`src/common/soc_io_pkg.sv`:
```
package soc_io_pkg;

    localparam int unsigned DATA_W = 32;
    localparam int unsigned STRB_W = DATA_W / 8;
    localparam int unsigned BYTE_W = 8;
    localparam int unsigned BAUD_W = 16;

    // Device register map.
    localparam logic [DATA_W-1:0] UART_DATA_ADDR   = 32'h1001_0000;
    localparam logic [DATA_W-1:0] UART_STATUS_ADDR = 32'h1001_0005;
    localparam logic [DATA_W-1:0] BAUD_ADDR        = 32'h1001_0100;

    // One bit lasts divisor plus one cycles.
    localparam logic [BAUD_W-1:0] BAUD_RESET = 16'd3;

    localparam int unsigned MEM_WORDS = 256;
    localparam int unsigned MEM_AW    = $clog2(MEM_WORDS);

    // Flag positions in the line status byte.
    localparam int unsigned STATUS_BUSY_BIT  = 6;
    localparam int unsigned STATUS_READY_BIT = 0;

    typedef struct packed {
        logic [DATA_W-1:0] addr;
        logic [DATA_W-1:0] wdata;
        logic [STRB_W-1:0] wmask;
        logic              we;
        logic              re;
    } bus_req_t;

    typedef struct packed {
        logic busy;
        logic read_ready;
    } uart_status_t;

endpackage

```
`src/uart/uart_rx.sv`:
```
`timescale 1ns/1ps

module uart_rx import soc_io_pkg::*; (
    input  logic              clk,
    input  logic              rst,
    input  logic              rx,
    input  logic [BAUD_W-1:0] baud_div,
    input  logic              ack,
    output logic              valid,
    output logic [BYTE_W-1:0] data,
    output logic              read_ready
);

    typedef enum logic [1:0] {
        RX_IDLE,
        RX_START,
        RX_DATA,
        RX_STOP
    } rx_state_t;

    rx_state_t         state;
    logic              rx_meta;
    logic              rx_sync;
    logic              rx_prev;
    logic [BAUD_W-1:0] baud_cnt;
    logic [2:0]        bit_cnt;
    logic [BYTE_W-1:0] shift;

    // Two-flop synchronizer plus edge history.
    always_ff @(posedge clk) begin
        if (rst) begin
            rx_meta <= 1'b1;
            rx_sync <= 1'b1;
            rx_prev <= 1'b1;
        end else begin
            rx_meta <= rx;
            rx_sync <= rx_meta;
            rx_prev <= rx_sync;
        end
    end

    always_ff @(posedge clk) begin
        if (rst) begin
            state    <= RX_IDLE;
            baud_cnt <= '0;
            bit_cnt  <= '0;
            valid    <= 1'b0;
        end else begin
            valid <= 1'b0;
            case (state)
                RX_IDLE: begin
                    if (rx_prev && !rx_sync) begin
                        state    <= RX_START;
                        baud_cnt <= baud_div >> 1; // Half a bit.
                    end
                end
                RX_START: begin
                    if (baud_cnt != '0) begin
                        baud_cnt <= baud_cnt - 1'b1;
                    end else if (!rx_sync) begin
                        state    <= RX_DATA;
                        baud_cnt <= baud_div;
                        bit_cnt  <= '0;
                    end else begin
                        state <= RX_IDLE; // Glitch, not a start bit.
                    end
                end
                RX_DATA: begin
                    if (baud_cnt != '0) begin
                        baud_cnt <= baud_cnt - 1'b1;
                    end else begin
                        baud_cnt <= baud_div;
                        bit_cnt  <= bit_cnt + 1'b1;
                        if (bit_cnt == 3'd7) begin
                            state <= RX_STOP;
                        end
                    end
                end
                default: begin
                    if (baud_cnt != '0) begin
                        baud_cnt <= baud_cnt - 1'b1;
                    end else begin
                        state <= RX_IDLE;
                        valid <= rx_sync; // Low stop bit drops the frame.
                    end
                end
            endcase
        end
    end

    always_ff @(posedge clk) begin
        if (state == RX_DATA && baud_cnt == '0) begin
            shift <= {rx_sync, shift[BYTE_W-1:1]};
        end
    end

    assign data = shift;

    always_ff @(posedge clk) begin
        if (rst) begin
            read_ready <= 1'b0;
        end else if (valid) begin
            read_ready <= 1'b1;
        end else if (ack) begin
            read_ready <= 1'b0;
        end
    end

endmodule

```
`config.mk`:
```
export PLATFORM = sky130hd
export DESIGN_NAME = uart_rx
export DESIGN_NICKNAME = d
export VERILOG_FILES = /design/src/common/soc_io_pkg.sv /design/src/uart/uart_rx.sv
export SDC_FILE = /design/constraint.sdc
export NUM_CORES = 1
export LEC_CHECK = 0
export ABC_AREA = 1
export BUFFER_PORTS_ARGS = -buffer_cell sky130_fd_sc_hd__buf_2
export CAP_MARGIN = 5
export CORE_MARGIN = 1
export CORE_UTILIZATION = 52
export CTS_CLUSTER_DIAMETER = 100
export DETAILED_ROUTE_END_ITERATION = 16
export HOLD_SLACK_MARGIN = 0.08
export MAX_ROUTING_LAYER = met4
export PLACE_DENSITY_LB_ADDON = 0.12
export SLEW_MARGIN = 25
export SYNTH_ARGS = -nofsm -noshare
export SYNTH_HDL_FRONTEND = slang
export SYNTH_SLANG_ARGS = --single-unit
```
`constraint.sdc`:
```
create_clock -name clk -period 1.8 [get_ports clk]
set_input_delay 0.27 -clock clk [delete_from_list [all_inputs] [get_ports clk]]
set_output_delay 0.27 -clock clk [all_outputs]
set_load 0.05 [all_outputs]
```
==> impl_results.md <==
* Status: complete, no violations
* Fmax at 559 MHz
* Top delay family on crit path: simple AND/OR/NAND/NOR gates
* Synth Area in Compound Gates at 0.140
* Cell mode on critical path: nand2_1
* Synth top area share at 0.233
* Worst-path fanout max at 13
* WL per Instance at 13.0 µm
* Initial core utilization at 0.551
* Largest net degree at the start of global routing at 16
* Ant diodes at 0
* Routed wire length at 5760 µm
* Synth top cells by count: 117 x nand2_1, 38 x inv_1, 32 x a21oi_1
* Final hold slack at 0.152 ns
* Initial antenna violation count at 0
* Slew margin rel. at 0.689
* Total track usage at 0.273
* Synth Area in Adders at 0.0448
* Area leader, netlist: dfxtp_1
* Die Area at 4570 µm²
* Final antenna-violating net count at 0
* Critical-path top delay cell: dfxtp_1
* Synth Area in Simple Gates at 0.363
* Gpl congestion at 0.944
* Cells along the critical path: inv_2, ha_4, inv_1, nor2_1, nand2_1, nor2_4, nand3_4, o21ai_4, inv_2, buf_12, nand2_1, nand2_1, a21oi_1
* Synthesized area at 2240 µm²
* CTS tree: built
* Fillers at 343
* Clk sink count at 34
* Via count at 2353
* Maximum vdd drop at 1.16 mV
* Synth Area in XOR/XNOR at 0.0157
* EDFF count, synth at 8
* Synth cell types at 32
* Main synth FF type: dfxtp_1
* HP Class: primary input to register
* Most frequent cell after synthesis: nand2_1
* Main combinational cell family by area after synthesis: simple AND/OR/NAND/NOR gates
* Startpoint types: register
* Final Max Slew Viols at 0
* Final Hold Vio Count at 0
* Pin slew with the least headroom to its limit at 0.463 ns
* Max cap viols at 0
* Post-synthesis sequential area ratio at 0.340
* Critical Path AT at 2.02 ns
* Crit Path Category: register to register
* # setup viols final at 0
* Bufs and invs on worst path at 4
* Clock Tree Buf Depth at 2
* Mux share of post-synthesis cell area at 0
* CTS root buf: clkbuf_8
* Post-DP HPWL at 4200 µm
* TritonRoute pass-1 iters at 5
* CP max stage delay at 0.33 ns
* Final period util at 0.994
* Post-Syn Nets at 375
* Top cells by area, synth: dfxtp_1 23%, nand2_1 20%, edfxtp_1 11%, a21oi_1 7.2%, inv_1 6.4%
* Setup Skew at 0.00325 ns
* Worst-path clk slew at 0.07 ns
* Syn Area/Cell at 6.44 µm²
* Share of post-route cells with drive strength above 1 at 0.251
* Min Clock Period, post-route at 1.79 ns
* RSZ-0062 raised after global routing: true
* Worst skew pair latency at 0.30 ns
* Congestion Overflow GR at 0
* DRC violations left at 0
* Layout area overhead at 26.2%
* Post-synthesis cell count at 347
* Die W at 67.6 µm
* Setup WS post-layout at 0.0105 ns
* Worst setup EP type: register
* Ports at 30
* WP data required at 2.03 ns
* First-pass GRT wire length at 9030 µm
* H-tree depth at 2
* Synth warnings at 0
* Tot Pwr at 6100 µW
* Power per cell area at 2160 nW/µm²
* FF-to-FF setup slack at 0.01 ns
* Initial DRC count at 147
* Die Y at 67.6 µm
* DP Worst Slack at 0.0392 ns
* Vias in the first global route at 1963
* Pleak at 0.00134 µW
* Post-synthesis sequential element count at 34
* Async SR Flop Fraction at 0
* Nets at 421
* Port Buffers at 29
* CTS Buf Count at 5
* Vias per cell at 5.30
* CORE AREA at 4060 µm²
* Row count at 23
==> area by class of cell <==
| cell class | instances | area [µm²] | area share |
|---|---|---|---|
| clock buffers | 5 | 68.8 | 0.0244 |
| clock inverters | 3 | 68.8 | 0.0244 |
| inverters | 41 | 154 | 0.0545 |
| multi-input cells | 260 | 1360 | 0.483 |
| flip-flops and latches | 34 | 763 | 0.271 |
| well taps | 50 | 62.6 | 0.0222 |
| repair buffers | 51 | 342 | 0.121 |
==> report_power, final <==
| part | switching, µW | internal, µW | total, µW |
|---|---|---|---|
| Sequential | 198 | 945 | 1140 |
| Clock | 308 | 555 | 863 |
| Combinational | 2520 | 1570 | 4090 |
| Total | 3030 | 3070 | 6100 |
==> sequential cells by signal (all words and copies together), names as in the netlist <==
name,count
valid,1
bit_cnt,3
rx_meta,1
read_ready,1
state,2
rx_sync,1
rx_prev,1
data,8
baud_cnt,16
==> metal layers <==
layer	vias to the layer above	share of wire	wire, µm	GRT usage
met3	10	0.067	386	0.0608
met2	85	0.45	2610	0.401
met4	0	0.015	89	0.0851
met5	-	0	0	-
met1	1055	0.46	2680	0.369
li1	1203	-	-	-
==> what timing repair did <==
item | 4_1_cts | 5_1_grt
setup buffers | 0 | 1
hold buffers | 0 | 0
resized for setup | 0 | 41
endpoints found under the setup margin | 0 | 29
==> path summary, 6_finish.rpt <==
| path | start | end | depth (start not counted) |
|---|---|---|---|
| worst max-delay path | baud_cnt[0]$_SDFFE_PP0P_ | baud_cnt[14]$_SDFFE_PP0P_ | 13 |
| worst min-delay path | rx | rx_meta$_SDFF_PP1_ | 2 |
| worst max register to register | baud_cnt[0]$_SDFFE_PP0P_ | baud_cnt[14]$_SDFFE_PP0P_ | 13 |
| worst min register to register | rx_meta$_SDFF_PP1_ | rx_sync$_SDFF_PP1_ | 1 |
==> through the flow <==
step,utilization,TNS (ns),area (µm²),instances
floorplan,-,0,2240,347
global placement,0.629,0,2550,435
detailed placement,0.629,0,2550,435
CTS,0.663,0,2690,443
global route,0.695,-0.708,2820,444
finish,0.695,0,2820,444
==> logic make-up (layout without fill, tap and decap cells) <==
| family | after synthesis | after routing |
|---|---|---|
| simple gates | 189 | 189 |
| buf+inv | 53 | 100 |
| fa+ha+maj | 8 | 8 |
| xor+xnor | 4 | 4 |
| compound gates | 59 | 59 |
| flops | 34 | 34 |
==> layout by cell type (no fill, tap or decap), types with 4 or more instances in the layout <==
cell,Yosys,routed
nand2_1,117,113
inv_1,38,36
a21oi_1,32,30
buf_2,5,29
dfxtp_1,26,24
nand3_1,24,23
nor2_1,24,20
buf_4,1,16
o21ai_1,5,11
nor2_2,6,8
o21ai_0,16,8
edfxtp_1,8,8
ha_1,8,5
clkbuf_8,0,5
buf_6,1,5
inv_2,2,4
nor2_4,2,4
nand2_2,1,4
a21oi_2,2,4
Note: power is estimated with default switching activity, not from simulation.
