### src/common/soc_io_pkg.sv
package soc_io_pkg;

    localparam int unsigned DATA_W = 32;
    localparam int unsigned STRB_W = DATA_W / 8;
    localparam int unsigned BYTE_W = 8;
    localparam int unsigned BAUD_W = 16;

    // Device register map.
    localparam logic [DATA_W-1:0] UART_DATA_ADDR   = 32'h1001_0000;
    localparam logic [DATA_W-1:0] UART_STATUS_ADDR = 32'h1001_0005;
    localparam logic [DATA_W-1:0] BAUD_ADDR        = 32'h1001_0100;

    // One bit lasts divisor plus one cycles.
    localparam logic [BAUD_W-1:0] BAUD_RESET = 16'd3;

    localparam int unsigned MEM_WORDS = 256;
    localparam int unsigned MEM_AW    = $clog2(MEM_WORDS);

    // Flag positions in the line status byte.
    localparam int unsigned STATUS_BUSY_BIT  = 6;
    localparam int unsigned STATUS_READY_BIT = 0;

    typedef struct packed {
        logic [DATA_W-1:0] addr;
        logic [DATA_W-1:0] wdata;
        logic [STRB_W-1:0] wmask;
        logic              we;
        logic              re;
    } bus_req_t;

    typedef struct packed {
        logic busy;
        logic read_ready;
    } uart_status_t;

endpackage

### src/design/mmio_regs.sv
`timescale 1ns/1ps

module mmio_regs import soc_io_pkg::*; (
    input  logic              clk,
    input  logic              rst,
    input  bus_req_t          req,
    input  logic [DATA_W-1:0] mem_rdata,
    output logic              mem_we,
    output logic              tx_start,
    output logic [BYTE_W-1:0] tx_byte,
    output logic [BAUD_W-1:0] baud_div,
    input  logic              rx_valid,
    input  logic [BYTE_W-1:0] rx_byte,
    output logic              rx_ack,
    input  uart_status_t      status,
    output logic [DATA_W-1:0] rdata
);

    logic              hit_data;
    logic              hit_baud;
    logic [BYTE_W-1:0] rx_hold;
    logic [BYTE_W-1:0] line_status;

    assign hit_data = (req.addr == UART_DATA_ADDR);
    assign hit_baud = (req.addr == BAUD_ADDR);

    // The data register has no memory alias on writes.
    assign mem_we = req.we && !hit_data;
    assign rx_ack = req.re && hit_data;

    always_ff @(posedge clk) begin
        if (rst) begin
            tx_start    <= 1'b0;
            tx_byte     <= '0;
            rx_hold     <= '0;
            line_status <= '0;
            baud_div    <= BAUD_RESET;
        end else begin
            tx_start <= req.we && hit_data; // Aligned with tx_byte.
            if (req.we && hit_data) begin
                tx_byte <= req.wdata[BYTE_W-1:0];
            end
            if (req.we && hit_baud) begin
                baud_div <= req.wdata[BAUD_W-1:0];
            end
            if (rx_valid) begin
                rx_hold <= rx_byte;
            end
            line_status                   <= '0;
            line_status[STATUS_BUSY_BIT]  <= status.busy;
            line_status[STATUS_READY_BIT] <= status.read_ready;
        end
    end

    // Read result back to the master.
    always_comb begin
        case (req.addr)
            UART_DATA_ADDR: begin
                rdata = {{(DATA_W-BYTE_W){1'b0}}, rx_hold};
            end
            UART_STATUS_ADDR: begin
                rdata = {{(DATA_W-BYTE_W){1'b0}}, line_status};
            end
            default: begin
                rdata = mem_rdata; // Everything else aliases into memory.
            end
        endcase
    end

endmodule

### config.mk
export PLATFORM = sky130hd
export DESIGN_NAME = mmio_regs
export DESIGN_NICKNAME = d
export VERILOG_FILES = /design/src/common/soc_io_pkg.sv /design/src/design/mmio_regs.sv
export SDC_FILE = /design/constraint.sdc
export NUM_CORES = 1
export LEC_CHECK = 0
export BUFFER_PORTS_ARGS = -buffer_cell sky130_fd_sc_hd__buf_2
export CAP_MARGIN = 25
export CORE_MARGIN = 3
export CORE_UTILIZATION = 40
export CTS_CLUSTER_SIZE = 25
export DETAILED_ROUTE_END_ITERATION = 10
export MAX_ROUTING_LAYER = met4
export PLACE_DENSITY_LB_ADDON = 0.2
export SYNTH_ARGS = -nofsm -noshare
export SYNTH_HDL_FRONTEND = slang
export SYNTH_SLANG_ARGS = --single-unit
export TNS_END_PERCENT = 50
### constraint.sdc
create_clock -name clk -period 2.4 [get_ports clk]
set_input_delay 0.24 -clock clk [delete_from_list [all_inputs] [get_ports clk]]
set_output_delay 0.24 -clock clk [all_outputs]
set_load 0.03 [all_outputs]
==> impl_metrics.json, run 1 <==
{
  "drv_slew": 0,
  "crit_required_ns": 2.16,
  "fin_crit_sh_pct": 85.9,
  "worst_pin_slew_ns": 0.729,
  "ctsHoldBuffers": 0,
  "cp-start-kind": "input port",
  "yosys_warnings": 0,
  "fin_crit_ns": 2.06,
  "clockBufferDepth": 2,
  "fin_tns_setup_ns": 0,
  "multi_input_area_um2": 1180,
  "dp_slack_ns": 0.338,
  "htree_levels": 2,
  "cts_buffers": 5,
  "drc": 0,
  "dieArea_um2": 5760,
  "clk_latency_ns": 0.28,
  "cts_tree": "yes",
  "hold_depth": 2,
  "dpl.cell_count": 419,
  "rr_startpoint": "rx_hold[6]",
  "io_pins": 174,
  "vias_per_cell": 4.76,
  "p_total_mw": 1.42,
  "cp-end-kind": "primary output",
  "fin_cells": 427,
  "placement.io_buffers": 153,
  "cp_slowest_cell": "nor4_2",
  "syn_inst": 208,
  "cp_common_cell": "buf_2",
  "syn_nets": 323,
  "maxCapViolations": 0,
  "post-dp-hpwl_um": 4570,
  "drtPass1Iterations": 4,
  "place_area_um2": 2780,
  "clkTransAtPathRegs_ns": 0.08,
  "crit_path_max_incr_delay_ns": 0.38,
  "grt_pass1_vias": 1917,
  "p_comb_share_pct": 18.3,
  "grt_overflow": 0,
  "root_buffer": "clkbuf_8",
  "grt_pass1_wl_um": 9280,
  "post_drt_wl_per_cell_um": 13.6,
  "async_flop_share_pct": 0,
  "hp-class": "in2reg",
  "seq_power_share_pct": 41.7,
  "final-seq-area_um2": 701,
  "clkSinkCount": 35,
  "worst_slack_ns": 0.339,
  "rsz0062_at_grt": "no",
  "fmax_mhz": 485,
  "syn_area_um2": 1950,
  "p_int_mw": 1.05,
  "cp_top_family": "simple AND/OR/NAND/NOR gates",
  "setup_violations": 0,
  "irDropWorstVdd_v": 0.000333,
  "final_cell_mix": "buf_2, dfxtp_1, nand2b_1, nor2b_1, mux2i_1",
  "rrSetupSlack_ns": 1.76,
  "path_cells": "buf_2, nor4_2, and4_1, nand3_1, a22o_1, buf_2",
  "die_w_um": 75.9,
  "reg2regPathDepth": 2,
  "syn2layout_area_growth_pct": 48.4,
  "gp_congestion": 0.831,
  "finalWirelength_um": 5790,
  "synth_cell_types": 30,
  "postSynthAreaPerCell_um2": 9.40,
  "crit_cells": 6,
  "synth_seq_cells": 35,
  "diodes": 0,
  "leakage_nw": 1.37,
  "outcome": "complete, no violations",
  "ctsResizeCount": 0,
  "antenna_found_initial": 0,
  "skew_ns": 0,
  "final_common_cell": "buf_2",
  "start_util_pct": 43.1,
  "hold_viol": 0,
  "hold-path-endpoint": "line_status[6]",
  "nNetsFinal": 476,
  "grt_usage_pct": 19.9,
  "worstPathArrival_ns": 1.82,
  "first_iter_violations": 107,
  "detail-route-antenna-nets": 0,
  "final_area_um2": 2900,
  "fillers": 409,
  "postCtsSetupRepairBufs": 0,
  "ys_seq_area_share_pct": 35.9,
  "cellPowerDensity_nw_per_um2": 491,
  "final_util_pct": 64.0,
  "grt_max_degree": 52,
  "power_frac_clock_pct": 40.0,
  "rr_endpoint": "rx_hold[6]",
  "final_layout_size_suffix_gt1_share_pct": 49.7,
  "p_switching_mw": 0.376,
  "crit_buf_inv": 2,
  "die_h_um": 75.9,
  "yosys_most_used_dff": "dfxtp_1",
  "path_class": "in2out",
  "p_sw_share_pct": 26.4,
  "vias": 2033,
  "hold_path_startpoint": "status[1]",
  "slew_headroom_pct": 51.4,
  "synth_edf_count": 0,
  "worstPathMaxFanout": 6,
  "num_rows": 24,
  "design.core.area_um2": 4530,
  "timing.hold.ws_ns": 0.164
}
[cell type report]
class	instances	share of cell area, %
timing repair buffer	160	28.2
tap	65	2.80
multi-input combinational	159	40.6
clock buffer	6	2.85
sequential	35	24.2
clock inverter	2	1.34
[sequential cells by signal (all words and copies together) (netlist names)]
name         flops
baud_div        16
line_status      2
rx_hold          8
tx_byte          8
tx_start         1
[kinds of logic (layout without fill, tap and decap cells)]
| group | Yosys count | in the layout | synth area share, % |
|---|---|---|---|
| mux | 24 | 24 | 12.3 |
| compound gates | 27 | 27 | 10.9 |
| buf+inv | 14 | 168 | 3.84 |
| flops | 35 | 35 | 35.9 |
| simple gates | 108 | 108 | 37.1 |
[routing by layer]
layer  GRT usage [%]  up-vias  share of wire [%]
li1                -     1040                  -
met1            23.2      903                 41
met2            34.3       83                 51
met3            4.98        7                7.1
met4            5.07        0                1.0
met5               -        -                  0
[power groups by stage]
stage / Clock (mW) / Sequential (mW) / Combinational [mW]
3_3_place_gp: 0 / 0.608 / 0.258
2_1_floorplan: 0 / 0.607 / 0.140
3_5_place_dp: 0 / 0.608 / 0.262
6_report: 0.569 / 0.594 / 0.261
4_1_cts: 0.582 / 0.595 / 0.263
5_1_grt: 0.604 / 0.596 / 0.282
[how the worst max path moves through the flow]
stage | from | endpoint | slack (ns)
final | req[43] | rdata[2] | 0.34
after CTS | req[43] | rdata[31] | 0.34
after global routing | req[43] | rdata[21] | 0.18
after global placement | req[43] | rdata[24] | 0.35
after floorplan | req[58] | rdata[10] | 0.60
after detailed placement | req[43] | rdata[31] | 0.34
[Yosys cell counts (2+ instances only)]
library cell   n  area [um2]
mux2i_1       24         240
nor2b_1       27         169
clkbuf_1       8        30.0
a21oi_1        8        40.0
nand3_1        4        20.0
a211o_1        2        17.5
nand4_2        2        25.0
and2_1         2        12.5
buf_2          3        15.0
o31ai_1        8        60.1
dfxtp_1       35         701
a211oi_1       2        15.0
nand4_1        9        56.3
nand2_1        6        22.5
buf_4          2        15.0
and3_1         2        12.5
a22o_1         6        52.6
nand2b_1      28         175
nor3_1         2        10.0
nor4_4         4        85.1
nor2_1        14        52.6
and4_1         2        17.5
Note: power is estimated with default switching activity, not from simulation.
==> run 2: changes to the inputs <==
REMOVE_ABC_BUFFERS = 1   (was not set)
==> run 2 against run 1 <==
Compared with the run above: first-iteration DRC count up 5.6%; clock skew unchanged; core utilization down 0.083 points; clock power down 5.8%; final cell count unchanged; maximum frequency down 3.9%; power down 2.3%; critical endpoint is now rdata[24]; combinational power about the same; count of clock-buffer cells in the layout unchanged; register-to-register slack about the same; critical path depth up 1.
==> impl_metrics.json, run 2 (synthesized netlist as in run 1, its figures left out) <==
{
  "maxCapViolations": 0,
  "cp-end-kind": "primary output",
  "seq_power_share_pct": 42.8,
  "fin_crit_ns": 2.14,
  "final_cell_mix": "buf_2, dfxtp_1, nand2b_1, nor2b_1, mux2i_1",
  "p_total_mw": 1.39,
  "gp_congestion": 0.804,
  "design.core.area_um2": 4530,
  "hold_path_startpoint": "status[0]",
  "largest_register_ff_count": 16,
  "cp_common_cell": "buf_2",
  "p_sw_share_pct": 25.0,
  "outcome": "complete, no violations",
  "io_pins": 174,
  "vias": 2090,
  "die_w_um": 75.9,
  "postCtsSetupRepairBufs": 0,
  "p_switching_mw": 0.348,
  "grt_pass1_vias": 2008,
  "final_common_cell": "buf_2",
  "top_register": "baud_div",
  "fin_cells": 427,
  "grt_overflow": 0,
  "worst_pin_slew_ns": 0.735,
  "cp-startpoint": "req[57]",
  "ctsResizeCount": 0,
  "antenna_found_initial": 0,
  "first_iter_violations": 113,
  "top_regs": "baud_div (16), rx_hold (8), tx_byte (8)",
  "detail-route-antenna-nets": 0,
  "crit_buf_inv": 3,
  "crit_required_ns": 2.16,
  "cp-start-kind": "input port",
  "fmax_mhz": 466,
  "clockBufferDepth": 2,
  "drv_slew": 0,
  "setup_violations": 0,
  "cp_slowest_cell": "a2111oi_4",
  "grt_pass1_wl_um": 9050,
  "start_util_pct": 43.1,
  "fin_crit_sh_pct": 89.4,
  "leakage_nw": 1.37,
  "drc": 0,
  "cp_top_family": "simple AND/OR/NAND/NOR gates",
  "htree_levels": 2,
  "crit_path_max_incr_delay_ns": 0.39,
  "place_area_um2": 2780,
  "post-dp-hpwl_um": 4490,
  "die_h_um": 75.9,
  "num_rows": 24,
  "nNetsFinal": 476,
  "root_buffer": "clkbuf_8",
  "final_area_um2": 2900,
  "dpl.cell_count": 419,
  "syn2layout_area_growth_pct": 48.2,
  "dp_slack_ns": 0.258,
  "skew_ns": 0,
  "dieArea_um2": 5760,
  "worstPathArrival_ns": 1.90,
  "cts_buffers": 5,
  "final_util_pct": 63.9,
  "vias_per_cell": 4.89,
  "path_cells": "buf_2, nor4_4, nand4_2, a2111oi_4, buf_4, nor2b_1, buf_2",
  "rsz0062_at_grt": "no",
  "timing.hold.ws_ns": 0.167,
  "slew_headroom_pct": 51.0,
  "diodes": 0,
  "worstPathMaxFanout": 24,
  "p_comb_share_pct": 18.7,
  "cellPowerDensity_nw_per_um2": 480,
  "worst_slack_ns": 0.256,
  "ctsHoldBuffers": 0,
  "grt_max_degree": 52,
  "path_class": "in2out",
  "fin_tns_setup_ns": 0,
  "placement.io_buffers": 153,
  "hp-class": "in2reg",
  "final_layout_size_suffix_gt1_share_pct": 49.7,
  "clkSinkCount": 35,
  "fillers": 399,
  "clkTransAtPathRegs_ns": 0.07,
  "clk_latency_ns": 0.27,
  "irDropWorstVdd_v": 0.000295,
  "p_int_mw": 1.04,
  "power_frac_clock_pct": 38.5,
  "finalWirelength_um": 5560,
  "post_drt_wl_per_cell_um": 13.0,
  "grt_usage_pct": 19.2,
  "hold_viol": 0,
  "cts_tree": "yes",
  "rr_startpoint": "rx_hold[5]",
  "drtPass1Iterations": 6
}
## run 2: cell count changes in the layout (fill, tap and decap cells not counted), sizes merged
cell    delta
inv        -1
clkinv     +1
## run 2: path summary, 6_finish.rpt
check | endpoint | slack [ns] | cells after the start
hold reg to reg | tx_byte[2] | 0.47 | 2
setup reg to reg | rx_hold[5] | 1.76 | 2
setup / recovery | rdata[24] | 0.26 | 7
hold / removal | line_status[0] | 0.17 | 2
## run 2: metal layers
metal  vias to the layer above  global-route usage [%]  part of all wire (%)
met2                        98                    34.4                    52
met5                         -                       -                     0
li1                       1044                       -                     -
met4                         0                    5.80                   1.0
met3                         6                    3.67                   6.9
met1                       942                    21.6                    40
## run 2: cell type report
class                      instances  area, um2  area share [%]
multi-input combinational        159       1180            40.7
timing repair buffer             160        818            28.3
sequential                        35        701            24.2
clock buffer                       6       82.6            2.85
tap                               65       81.3            2.81
clock inverter                     2       35.0            1.21
## run 2: power by group through the flow
stage | logic, mW | registers [mW] | clock network [mW]
after floorplan | 0.129 | 0.607 | 0
after global placement | 0.259 | 0.608 | 0
after detailed placement | 0.262 | 0.608 | 0
after CTS | 0.263 | 0.595 | 0.553
after global routing | 0.283 | 0.596 | 0.576
final | 0.261 | 0.595 | 0.536
