File: src/common/soc_io_pkg.sv
package soc_io_pkg;

    localparam int unsigned DATA_W = 32;
    localparam int unsigned STRB_W = DATA_W / 8;
    localparam int unsigned BYTE_W = 8;
    localparam int unsigned BAUD_W = 16;

    // Device register map.
    localparam logic [DATA_W-1:0] UART_DATA_ADDR   = 32'h1001_0000;
    localparam logic [DATA_W-1:0] UART_STATUS_ADDR = 32'h1001_0005;
    localparam logic [DATA_W-1:0] BAUD_ADDR        = 32'h1001_0100;

    // One bit lasts divisor plus one cycles.
    localparam logic [BAUD_W-1:0] BAUD_RESET = 16'd3;

    localparam int unsigned MEM_WORDS = 256;
    localparam int unsigned MEM_AW    = $clog2(MEM_WORDS);

    // Flag positions in the line status byte.
    localparam int unsigned STATUS_BUSY_BIT  = 6;
    localparam int unsigned STATUS_READY_BIT = 0;

    typedef struct packed {
        logic [DATA_W-1:0] addr;
        logic [DATA_W-1:0] wdata;
        logic [STRB_W-1:0] wmask;
        logic              we;
        logic              re;
    } bus_req_t;

    typedef struct packed {
        logic busy;
        logic read_ready;
    } uart_status_t;

endpackage

File: src/uart/uart_tx.sv
`timescale 1ns/1ps

module uart_tx import soc_io_pkg::*; (
    input  logic              clk,
    input  logic              rst,
    input  logic              start,
    input  logic [BYTE_W-1:0] data,
    input  logic [BAUD_W-1:0] baud_div,
    output logic              tx,
    output logic              busy
);

    logic [BYTE_W:0]   frame;
    logic [BAUD_W-1:0] baud_cnt;
    logic [3:0]        bit_cnt;

    always_ff @(posedge clk) begin
        if (rst) begin
            tx       <= 1'b1;
            busy     <= 1'b0;
            baud_cnt <= '0;
            bit_cnt  <= '0;
        end else if (!busy) begin
            if (start) begin
                tx       <= 1'b0; // Start bit.
                busy     <= 1'b1;
                baud_cnt <= baud_div;
                bit_cnt  <= '0;
            end
        end else if (baud_cnt != '0) begin
            baud_cnt <= baud_cnt - 1'b1;
        end else if (bit_cnt == 4'd9) begin
            // Stop bit has ended.
            tx   <= 1'b1;
            busy <= 1'b0;
        end else begin
            tx       <= frame[0];
            baud_cnt <= baud_div; // New divisor applies per bit.
            bit_cnt  <= bit_cnt + 1'b1;
        end
    end

    // Data bits LSB first, then the stop bit.
    always_ff @(posedge clk) begin
        if (!busy && start) begin
            frame <= {1'b1, data};
        end else if (busy && baud_cnt == '0 && bit_cnt != 4'd9) begin
            frame <= {1'b1, frame[BYTE_W:1]};
        end
    end

endmodule

File: config.mk
export PLATFORM = sky130hd
export DESIGN_NAME = uart_tx
export DESIGN_NICKNAME = d
export VERILOG_FILES = /design/src/common/soc_io_pkg.sv /design/src/uart/uart_tx.sv
export SDC_FILE = /design/constraint.sdc
export NUM_CORES = 1
export LEC_CHECK = 0
export ABC_CLOCK_PERIOD_IN_PS = 5010
export BUFFER_PORTS_ARGS = -buffer_cell sky130_fd_sc_hd__buf_2
export CORE_UTILIZATION = 45
export CTS_BUF_LIST = sky130_fd_sc_hd__clkbuf_4 sky130_fd_sc_hd__clkbuf_8
export DETAILED_ROUTE_END_ITERATION = 12
export GPL_TIMING_DRIVEN = 0
export PLACE_DENSITY_LB_ADDON = 0.12
export SLEW_MARGIN = 5
export SYNTH_ARGS = -nofsm -noshare
export SYNTH_HDL_FRONTEND = slang
export SYNTH_SLANG_ARGS = --single-unit
File: constraint.sdc
create_clock -name clk -period 5.01 [get_ports clk]
set_input_delay 0.7515 -clock clk [delete_from_list [all_inputs] [get_ports clk]]
set_output_delay 0.7515 -clock clk [all_outputs]
set_load 0.005 [all_outputs]
==> results of run 1 <==
-- cell type report --
| type | count | share of cell area, % |
|---|---|---|
| Inverter | 6 | 1.18 |
| Clock inverter | 2 | 0.460 |
| Clock buffer | 6 | 2.37 |
| Sequential cell | 30 | 35.7 |
| Tap cell | 46 | 3.02 |
| Buffer | 10 | 2.96 |
| Timing Repair Buffer | 28 | 7.36 |
| Multi-Input combinational cell | 132 | 46.9 |
-- worst max-delay path: cells and delay by family, from the launching register on --
| kind | cells | cell delay [ps] |
|---|---|---|
| DFF | 1 | 330 |
| buffers and inverters | 3 | 790 |
| and+or+nand+nor | 3 | 620 |
| AOI/OAI and AO/OA | 2 | 600 |
-- metal layers --
layer	global-route usage, %	wire (µm)	vias up
li1	-	-	743
met1	28.7	1760	717
met2	33.7	1870	58
met3	5.47	273	8
met4	9.01	59	0
met5	0	0	-
-- per-stage QoR --
step,setup WS (ps),hold slack [ps],utilization [%],cell area (µm²)
after floorplan,2970,474,-,1650
after global placement,2650,483,54.2,1850
after detailed placement,2630,496,54.2,1850
after CTS,2650,525,55.8,1900
after global routing,2400,556,55.8,1900
final,2610,519,55.8,1900
-- state kept, by name, indices dropped and copies added, names as in the netlist --
register  count
bit_cnt       4
frame         8
baud_cnt     16
tx            1
busy          1
-- report_power, final --
part,switching (mW),leakage [nW],internal (mW)
sequential,0.0226,0.257,0.275
clock,0.0865,0.0331,0.0581
combinational,0.0928,0.426,0.0676
-- kinds of logic after synthesis --
family          after synthesis  synth area share (%)
flops                        30                  41.2
fa+ha+maj                     4                  3.03
mux                           9                  6.06
compound gates               49                  20.5
simple gates                 68                  23.4
buf+inv                      16                  4.77
xor+xnor                      2                  1.06
-- worst max path at each step --
stage	slack, ps	cells past startpoint	to
after floorplan	2970	7	baud_cnt[1]
after global placement	2650	8	baud_cnt[3]
after detailed placement	2630	8	baud_cnt[9]
after CTS	2650	8	baud_cnt[15]
after global routing	2400	8	baud_cnt[3]
final	2610	8	baud_cnt[15]
-- synthesized netlist by cell type, types with 2 or more instances --
cell type and count:
ha_1 4, mux2_2 8, dfxtp_1 22, buf_4 2, clkbuf_1 4, a31oi_1 5
nand3b_1 4, a21oi_1 16, or4_4 2, nor4_1 4, nor3_2 2, nor2_1 14
nand3_1 6, o21ai_1 5, nand2_1 9, edfxtp_1 8, nand4_1 2, o31ai_1 2
o21ai_0 5, a211oi_1 5, nor3_1 12, buf_2 3, o211ai_1 2, nor2b_1 2
inv_1 5
==> flow_metrics.py, run 1 <==
metrics = {
    "clock_network": {
        "clk_pin_slew_worst_paths_ps": 110,
        "cts.path.max_buffers": 2,
        "cts_buffers": 5,
        "cts_setup_buffers": 0,
        "cts_root_buf": "clkbuf_4",
        "ctsResizeCount": 0,
        "ctsHoldBuffers": 0,
        "clock_latency_ps": 340,
        "clock_sinks": 30,
        "cts_tree": "yes",
        "htreeDepth": 2,
    },
    "power": {
        "power.density_nw_per_um2": 316,
        "p_total_mw": 0.602,
        "irDropWorstVdd_uv": 208,
        "p_leak_nw": 0.716,
    },
    "die": {
        "placementRows": 21,
        "die_x_um": 62.6,
        "dieHeight_um": 62.6,
        "io_pins": 29,
        "core_um2": 3420,
        "initial_utilization_pct": 48.4,
        "dieArea_um2": 3920,
    },
    "timing": {
        "drv_slew": 0,
        "post-route-min-period_ps": 2400,
        "max_slew_margin_pct": 57.8,
        "tightest_slew_ps": 627,
        "clock_skew_ps": 16.7,
        "finalHoldViolations": 0,
        "max_freq_ghz": 0.416,
        "tns_ps": 0,
        "post-route-period-util_pct": 48.0,
        "rsz0062_at_grt": "no",
        "finalSetupViolCount": 0,
    },
    "logic_synthesis": {
        "syn_area_um2": 1650,
        "synth_fp_nets": 209,
        "ys_ff_latch": 30,
        "synth.yosys.seq_area_share_pct": 41.2,
        "yosysWarnings": 0,
        "synth_area_leaders": "dfxtp_1, edfxtp_1, mux2_2, a21oi_1, nor3_1",
        "ys_types": 50,
        "syn_inst": 178,
        "avgSynthCellArea_um2": 9.29,
        "yosysTopAreaCell": "dfxtp_1",
        "ys.flop_type": "dfxtp_1",
        "async_flop_share_pct": 0,
        "synth_edf_count": 8,
        "yosysTopAreaCellShare_pct": 26.6,
    },
    "placement": {
        "numPortBuffers": 28,
        "dp_cells": 252,
        "place_hpwl_um": 2830,
        "gp_congestion": 0.818,
    },
    "setup_path": {
        "critPathMaxFanout": 17,
        "reg2reg_from": "busy",
        "worstReg2RegEnd": "baud_cnt[15]",
        "rr_worst_depth": 8,
        "crit_chain": "clkbuf_1 > nor2_1 > a21oi_1 > nand2_2 > inv_2 > buf_4 > a211oi_1 > nor3_1",
        "cp-end-kind": "flip-flop",
        "reg2reg_setup_slack_ps": 2610,
        "crit_type": "flip-flop to flip-flop",
        "crit_arrival_ps": 2670,
        "cp-start-kind": "flip-flop",
        "cpMaxStageDelayCell": "a21oi_1",
        "startpoint": "busy",
        "crit_required_ps": 5270,
        "critPathMaxStageDelay_ps": 520,
    },
    "global_routing": {
        "track_usage_pct": 21.7,
        "overflow": 0,
        "grt_pass1_vias": 1484,
        "grt_pass1_wl_um": 6680,
        "grt_start_max_net_pins": 18,
        "antenna_found_initial": 0,
    },
    "final_layout": {
        "final_common_cell": "buf_2",
        "multi_input_area_um2": 893,
        "fill_cells": 342,
        "seqCellArea_um2": 681,
        "nets": 244,
        "final_cell_mix": "buf_2, dfxtp_1, a21oi_1",
        "diodes": 0,
        "final_cells": 260,
        "area_growth_pct": 15.2,
        "drive_above_1_share_pct": 29.0,
    },
    "flow_run": {
        "cap_violations": 0,
    },
    "detailed_routing": {
        "drt_first_pass_iters": 4,
        "wl_per_cell_um": 15.2,
        "drc": 0,
        "ant_nets": 0,
        "vias_per_cell": 5.87,
        "drt_iter0_markers": 124,
        "vias": 1526,
        "routed_wl_um": 3960,
    },
    "worst_hold_path": {
        "holdCritStartpoint": "tx",
        "hold-path-endpoint": "tx",
        "holdPathStages": 2,
        "hold_class": "flip-flop to flip-flop",
    },
    "status": {
        "status": "completed",
    },
}
(Power assumes the default switching activity.)
==> inputs of run 2 (changes only) <==
--- a/config.mk
+++ b/config.mk
@@ -5,7 +5,8 @@
 export SDC_FILE = /design/constraint.sdc
 export NUM_CORES = 1
 export LEC_CHECK = 0
-export ABC_CLOCK_PERIOD_IN_PS = 5010
+export ABC_AREA = 1
+export ABC_CLOCK_PERIOD_IN_PS = 2400
 export BUFFER_PORTS_ARGS = -buffer_cell sky130_fd_sc_hd__buf_2
 export CORE_UTILIZATION = 45
 export CTS_BUF_LIST = sky130_fd_sc_hd__clkbuf_4 sky130_fd_sc_hd__clkbuf_8
==> constraint.sdc (replaced) <==
create_clock -name clk -period 2.4 [get_ports clk]
set_input_delay 0.36 -clock clk [delete_from_list [all_inputs] [get_ports clk]]
set_output_delay 0.36 -clock clk [all_outputs]
set_load 0.005 [all_outputs]
==> run 2 against run 1 <==
  * Non-clock buffer count shrank 5
  * Synthesized area up 12%
  * Clock skew is 11 ps lower
  * Routed wire length up 5.1%
  * Synthesized cell count rose by 56%
  * Cell area rose by 12%
  * Sequential power is 120% higher
  * Sequential cell count unchanged
  * Die area grew 11%
  * Total power rose to 2.5 times the previous value
  * First-iteration DRC count is 8.1% lower
  * Largest power group unchanged
==> flow_metrics.py, run 2 <==
metrics = {
    "status": {
        "status": "completed",
    },
    "clock_network": {
        "cts_buffers": 5,
        "clock_sinks": 30,
        "cts.path.max_buffers": 2,
        "ctsResizeCount": 0,
        "ctsHoldBuffers": 0,
        "htreeDepth": 2,
        "cts_root_buf": "clkbuf_8",
        "cts_tree": "yes",
        "cts_setup_buffers": 0,
        "clock_latency_ps": 290,
        "clk_pin_slew_worst_paths_ps": 60,
    },
    "setup_path": {
        "crit_top_cell": "nand2_4",
        "crit_arrival_ps": 1580,
        "crit_cells": 8,
        "critPathMaxStageDelay_ps": 320,
        "cpMaxStageDelayCell": "dfxtp_1",
        "critPathMaxFanout": 11,
        "worstReg2RegEnd": "frame[4]",
        "crit_family": "simple AND/OR/NAND/NOR gates",
        "cp-end-kind": "flip-flop",
        "rr_worst_depth": 8,
        "crit_chain": "inv_1 > ha_1 > nand2_1 > nor2_2 > nand2_2 > nand2_4 > nand2_4 > inv_2",
        "crit_type": "flip-flop to flip-flop",
        "crit_required_ps": 2370,
        "reg2reg_setup_slack_ps": 790,
        "startpoint": "baud_cnt[0]",
        "path_buf_inv": 2,
        "reg2reg_from": "baud_cnt[0]",
        "cp-start-kind": "flip-flop",
    },
    "detailed_routing": {
        "ant_nets": 0,
        "drc": 0,
        "vias": 1749,
        "routed_wl_um": 4160,
        "wl_per_cell_um": 11.5,
        "drt_first_pass_iters": 4,
        "drt_iter0_markers": 114,
        "vias_per_cell": 4.84,
    },
    "power": {
        "p_leak_nw": 1.06,
        "netSwitchingFraction_pct": 35.7,
        "power.density_nw_per_um2": 708,
        "power_frac_comb_pct": 30.5,
        "p_sw_mw": 0.539,
        "irDropWorstVdd_uv": 374,
        "clkPwrFrac_pct": 26.8,
        "p_int_mw": 0.970,
        "seq_power_share_pct": 42.7,
    },
    "final_layout": {
        "diodes": 0,
        "area_growth_pct": 15.2,
        "multi_input_area_um2": 1000,
        "final_common_cell": "nand2_1",
        "seqCellArea_um2": 681,
        "regMostFlops": "baud_cnt",
        "largest_register_ffs": 16,
        "drive_above_1_share_pct": 17.3,
        "fill_cells": 387,
        "top_regs": "baud_cnt x16, frame x8, bit_cnt x4",
        "final_cells": 361,
        "final_cell_mix": "nand2_1, nor2_1, buf_2",
        "nets": 343,
    },
    "logic_synthesis": {
        "syn_area_um2": 1850,
        "synth_edf_count": 8,
        "async_flop_share_pct": 0,
        "ys.flop_type": "dfxtp_1",
        "synth_area_leaders": "dfxtp_1, nand2_1, edfxtp_1, nor2_1, inv_1",
        "ys_types": 30,
        "syn_inst": 278,
        "synth_fp_nets": 309,
        "synth.yosys.seq_area_share_pct": 36.8,
        "yosysTopAreaCell": "dfxtp_1",
        "ys_ff_latch": 30,
        "yosysTopAreaCellShare_pct": 23.8,
        "avgSynthCellArea_um2": 6.65,
        "yosysWarnings": 0,
        "yosysMostFrequentCell": "nand2_1",
        "ys_top_cells_by_count": "nand2_1, nor2_1, inv_1",
    },
    "timing": {
        "max_slew_margin_pct": 75.0,
        "tightest_slew_ps": 375,
        "tns_ps": 0,
        "finalSetupViolCount": 0,
        "post-route-period-util_pct": 67.0,
        "clock_skew_ps": 5.64,
        "rsz0062_at_grt": "no",
        "drv_slew": 0,
        "max_freq_ghz": 0.622,
        "post-route-min-period_ps": 1610,
        "finalHoldViolations": 0,
    },
    "worst_hold_path": {
        "holdCritStartpoint": "baud_div[4]",
        "hold-path-endpoint": "baud_cnt[4]",
        "holdPathStages": 3,
        "hold_class": "input port to flip-flop",
    },
    "flow_run": {
        "cap_violations": 0,
    },
    "placement": {
        "gp_congestion": 0.834,
        "place_hpwl_um": 3090,
        "numPortBuffers": 27,
        "dp_cells": 353,
    },
    "global_routing": {
        "track_usage_pct": 21.4,
        "grt_pass1_wl_um": 6950,
        "grt_pass1_vias": 1554,
        "antenna_found_initial": 0,
        "overflow": 0,
        "grt_start_max_net_pins": 12,
    },
    "die": {
        "initial_utilization_pct": 48.7,
        "core_um2": 3800,
        "io_pins": 29,
        "dieArea_um2": 4370,
        "die_x_um": 66.1,
        "placementRows": 22,
        "dieHeight_um": 66.1,
    },
}
[run 2: cell types whose count changed after synthesis, sizes merged, moves of 7 or more]
| cell | change |
|---|---|
| inv | +23 |
| mux2 | -8 |
| nand2 | +81 |
| nand3 | +14 |
| nor2 | +36 |
| nor3 | -11 |
| o21ai | +7 |
[run 2: worst max path at each step]
| stage | end | slack (ps) |
|---|---|---|
| after detailed placement | frame[5] | 770 |
| after CTS | baud_cnt[14] | 780 |
| after global routing | baud_cnt[15] | 620 |
| final | frame[4] | 790 |
| after floorplan | frame[0] | 980 |
| after global placement | baud_cnt[14] | 810 |
[run 2: worst reg2reg max path: stages, from the launching register on]
cell and delay (ps):
dfxtp_1 320, inv_1 110, ha_1 160, nand2_1 70, nor2_2 140, nand2_2 90, nand2_4 130, nand2_4 80
inv_2 200
[run 2: power groups by stage]
stage          clock, mW  combinational [mW]  sequential (mW)
6_report           0.404               0.460            0.644
3_3_place_gp           0               0.454            0.652
4_1_cts            0.413               0.461            0.643
2_1_floorplan          0               0.359            0.638
3_5_place_dp           0               0.461            0.653
5_1_grt            0.434               0.530            0.652
[run 2: kinds of logic after synthesis]
family | Yosys count | share of synthesized area (%)
AND/OR/NAND/NOR | 171 | 39.9
buffers and inverters | 37 | 8.86
flip-flops | 30 | 36.8
AO/OA/AOI/OAI | 28 | 7.92
XOR/XNOR | 8 | 3.79
adder cells (fa/ha/maj) | 4 | 2.71
[run 2: per-layer routing]
layer / GRT usage [%] / routed length, µm / vias to the layer above
li1: - / - / 936
met1: 27.8 / 2080 / 773
met2: 33.5 / 1840 / 33
met3: 5.34 / 164 / 7
met4: 8.78 / 70 / 0
met5: 0 / 0 / -
[run 2: layout make-up]
type	instances	share of cell area (%)
multi-input combinational	211	47.2
sequential	30	32.0
timing repair buffer	27	6.35
inverter	31	5.70
clock buffer	6	3.58
tap	48	2.82
buffer	6	2.00
clock inverter	2	0.411
[run 2: through the flow]
stage / power, mW / util, % / hold slack [ps] / instance area (µm²) / setup WS [ps]
2_1_floorplan: 0.997 / - / 465 / 1850 / 976
3_3_place_gp: 1.11 / 53.8 / 478 / 2040 / 807
3_5_place_dp: 1.11 / 53.8 / 495 / 2040 / 767
4_1_cts: 1.52 / 56.1 / 327 / 2130 / 777
5_1_grt: 1.62 / 56.1 / 321 / 2130 / 615
6_report: 1.51 / 56.1 / 331 / 2130 / 792
==> inputs of run 3 (changes only) <==
--- a/config.mk
+++ b/config.mk
@@ -5,8 +5,8 @@
 export SDC_FILE = /design/constraint.sdc
 export NUM_CORES = 1
 export LEC_CHECK = 0
-export ABC_AREA = 1
-export ABC_CLOCK_PERIOD_IN_PS = 2400
+export ABC_AREA = 0
+export ABC_CLOCK_PERIOD_IN_PS = 1470
 export BUFFER_PORTS_ARGS = -buffer_cell sky130_fd_sc_hd__buf_2
 export CORE_UTILIZATION = 45
 export CTS_BUF_LIST = sky130_fd_sc_hd__clkbuf_4 sky130_fd_sc_hd__clkbuf_8
==> constraint.sdc (replaced) <==
create_clock -name clk -period 1.47 [get_ports clk]
set_input_delay 0.2205 -clock clk [delete_from_list [all_inputs] [get_ports clk]]
set_output_delay 0.2205 -clock clk [all_outputs]
set_load 0.005 [all_outputs]
==> run 3 against run 2 <==
  * The flow now finishes with violations (setup timing)
  * Worst setup slack got worse by 1500 ps
  * Clock skew is 8.2 ps higher
  * Final cell count down 20%
  * Global-route usage up 4.9 points
  * Sequential share of layout area is 3.0 points lower
  * Clock-buffer cell count unchanged
  * Critical path type unchanged
  * Critical endpoint is now baud_cnt[3]
==> flow_metrics.py, run 3 (same netlist as run 1, synthesis figures left out) <==
metrics = {
    "final_layout": {
        "largest_register_ffs": 16,
        "fill_cells": 272,
        "area_growth_pct": 47.3,
        "regMostFlops": "baud_cnt",
        "nets": 274,
        "top_regs": "baud_cnt x16, frame x8, bit_cnt x4",
        "utilization_pct": 71.3,
        "final_common_cell": "buf_2",
        "diodes": 0,
        "drive_above_1_share_pct": 52.5,
        "final_cell_mix": "buf_2, buf_4, dfxtp_1",
    },
    "global_routing": {
        "track_usage_pct": 26.3,
        "met1_usage_pct": 33.1,
        "top_usage_layer": "met2",
        "use_met3_pct": 6.39,
        "use_met2_pct": 42.8,
        "grt_pass1_wl_um": 7930,
        "grt_pass1_vias": 1660,
        "antenna_found_initial": 0,
        "overflow": 0,
        "grt_start_max_net_pins": 18,
    },
    "setup_path": {
        "critPathMaxStageDelay_ps": 470,
        "cpMaxStageDelayCell": "o41ai_4",
        "critPathMaxFanout": 8,
        "crit_required_ps": 1670,
        "cp-start-kind": "flip-flop",
        "path_buf_inv": 3,
        "crit_type": "flip-flop to flip-flop",
        "crit_chain": "inv_4 > ha_4 > or3b_4 > o41ai_4 > buf_6 > buf_12 > nor2_1 > o21ai_1 > a31oi_1",
        "crit_arrival_ps": 2370,
        "crit_family": "compound AO/OA/AOI/OAI gates",
        "cp-end-kind": "flip-flop",
    },
    "clock_network": {
        "cts.path.max_buffers": 2,
        "cts_buffers": 5,
        "clock_latency_ps": 350,
        "htreeDepth": 2,
        "cts_tree": "yes",
        "clock_sinks": 30,
        "clk_pin_slew_worst_paths_ps": 110,
        "cts_root_buf": "clkbuf_4",
    },
    "timing": {
        "max_freq_ghz": 0.461,
        "drv_slew": 0,
        "post-route-period-util_pct": 148,
        "layout_setup_ws_ps": -700,
        "finalHoldViolations": 0,
        "max_slew_margin_pct": 58.1,
        "finalSetupViolCount": 30,
        "post-route-min-period_ps": 2170,
        "rsz0062_at_grt": "yes",
        "clock_skew_ps": 13.9,
        "tightest_slew_ps": 628,
    },
    "detailed_routing": {
        "ant_nets": 0,
        "vias": 1701,
        "drc": 0,
        "drt_first_pass_iters": 4,
        "routed_wl_um": 5210,
        "drt_iter0_markers": 139,
        "vias_per_cell": 5.87,
        "wl_per_cell_um": 18.0,
    },
    "power": {
        "p_total_mw": 2.47,
        "irDropWorstVdd_uv": 615,
        "p_leak_nw": 0.949,
        "power.density_nw_per_um2": 1010,
    },
    "flow_run": {
        "cap_violations": 0,
    },
    "placement": {
        "numPortBuffers": 28,
        "gp_congestion": 0.820,
        "place_hpwl_um": 2900,
    },
    "status": {
        "status": "finished, violations left",
        "violations": "setup timing",
    },
    "die": {
        "io_pins": 29,
        "initial_utilization_pct": 48.4,
        "die_x_um": 62.6,
        "dieArea_um2": 3920,
        "dieHeight_um": 62.6,
        "placementRows": 21,
        "core_um2": 3420,
    },
    "worst_hold_path": {
        "hold_class": "input port to flip-flop",
    },
}
## run 3: changes by cell type in the layout (fill, tap and decap cells not counted), sizes merged, moves of 11 or more
cell	delta
nand2	-81
nand3	-14
nor3	+11
inv	-24
buf	+31
nor2	-36
## run 3: layer usage
layer  part of all wire (%)  vias to the layer above
met3                    5.6                       10
met5                      0                        -
met1                     42                      830
met4                    1.5                        0
met2                     51                       59
li1                       -                      802
## run 3: area by class of cell
cell class	count	area (µm²)	area share [%]
Clock inverter	2	8.76	0.360
Multi-Input combinational cell	132	1070	43.9
Timing Repair Buffer	59	432	17.7
Tap cell	46	57.6	2.36
Sequential cell	30	704	28.9
Inverter	6	32.5	1.34
Buffer	9	85.1	3.49
Clock buffer	6	45.0	1.85
## run 3: report_power, final
part           total (mW)  internal (mW)  leakage, nW  switching (mW)
clock               0.521          0.198       0.0331           0.323
sequential           1.02          0.943        0.261          0.0814
combinational       0.922          0.459        0.654           0.462
total                2.47           1.60        0.949           0.866
## run 3: repair_timing
action	CTS	global route
setup endpoints to repair	37	37
gates resized for setup	40	24
cloned	1	2
pin swaps	23	16
setup buffers	19	9
hold buffers	0	0
## run 3: worst paths after layout
kind	slack (ps)	end	cells after the start	from
max	-700	baud_cnt[3]	9	baud_cnt[0]
min	130	baud_cnt[11]	2	rst
max reg2reg	-700	baud_cnt[3]	9	baud_cnt[0]
min reg2reg	490	tx	2	tx
## run 3: metrics by stage
step                hold WS [ps]  area [µm²]  setup slack, ps  setup TNS (ps)  instances
floorplan                    300        1690             -515          -13590        178
global placement             463        1880             -876          -23220        252
detailed placement           472        1880             -870          -23580        252
CTS                         96.1        2230             -619          -17010        279
global route                 128        2430             -758          -21750        290
finish                       126        2430             -700          -19550        290
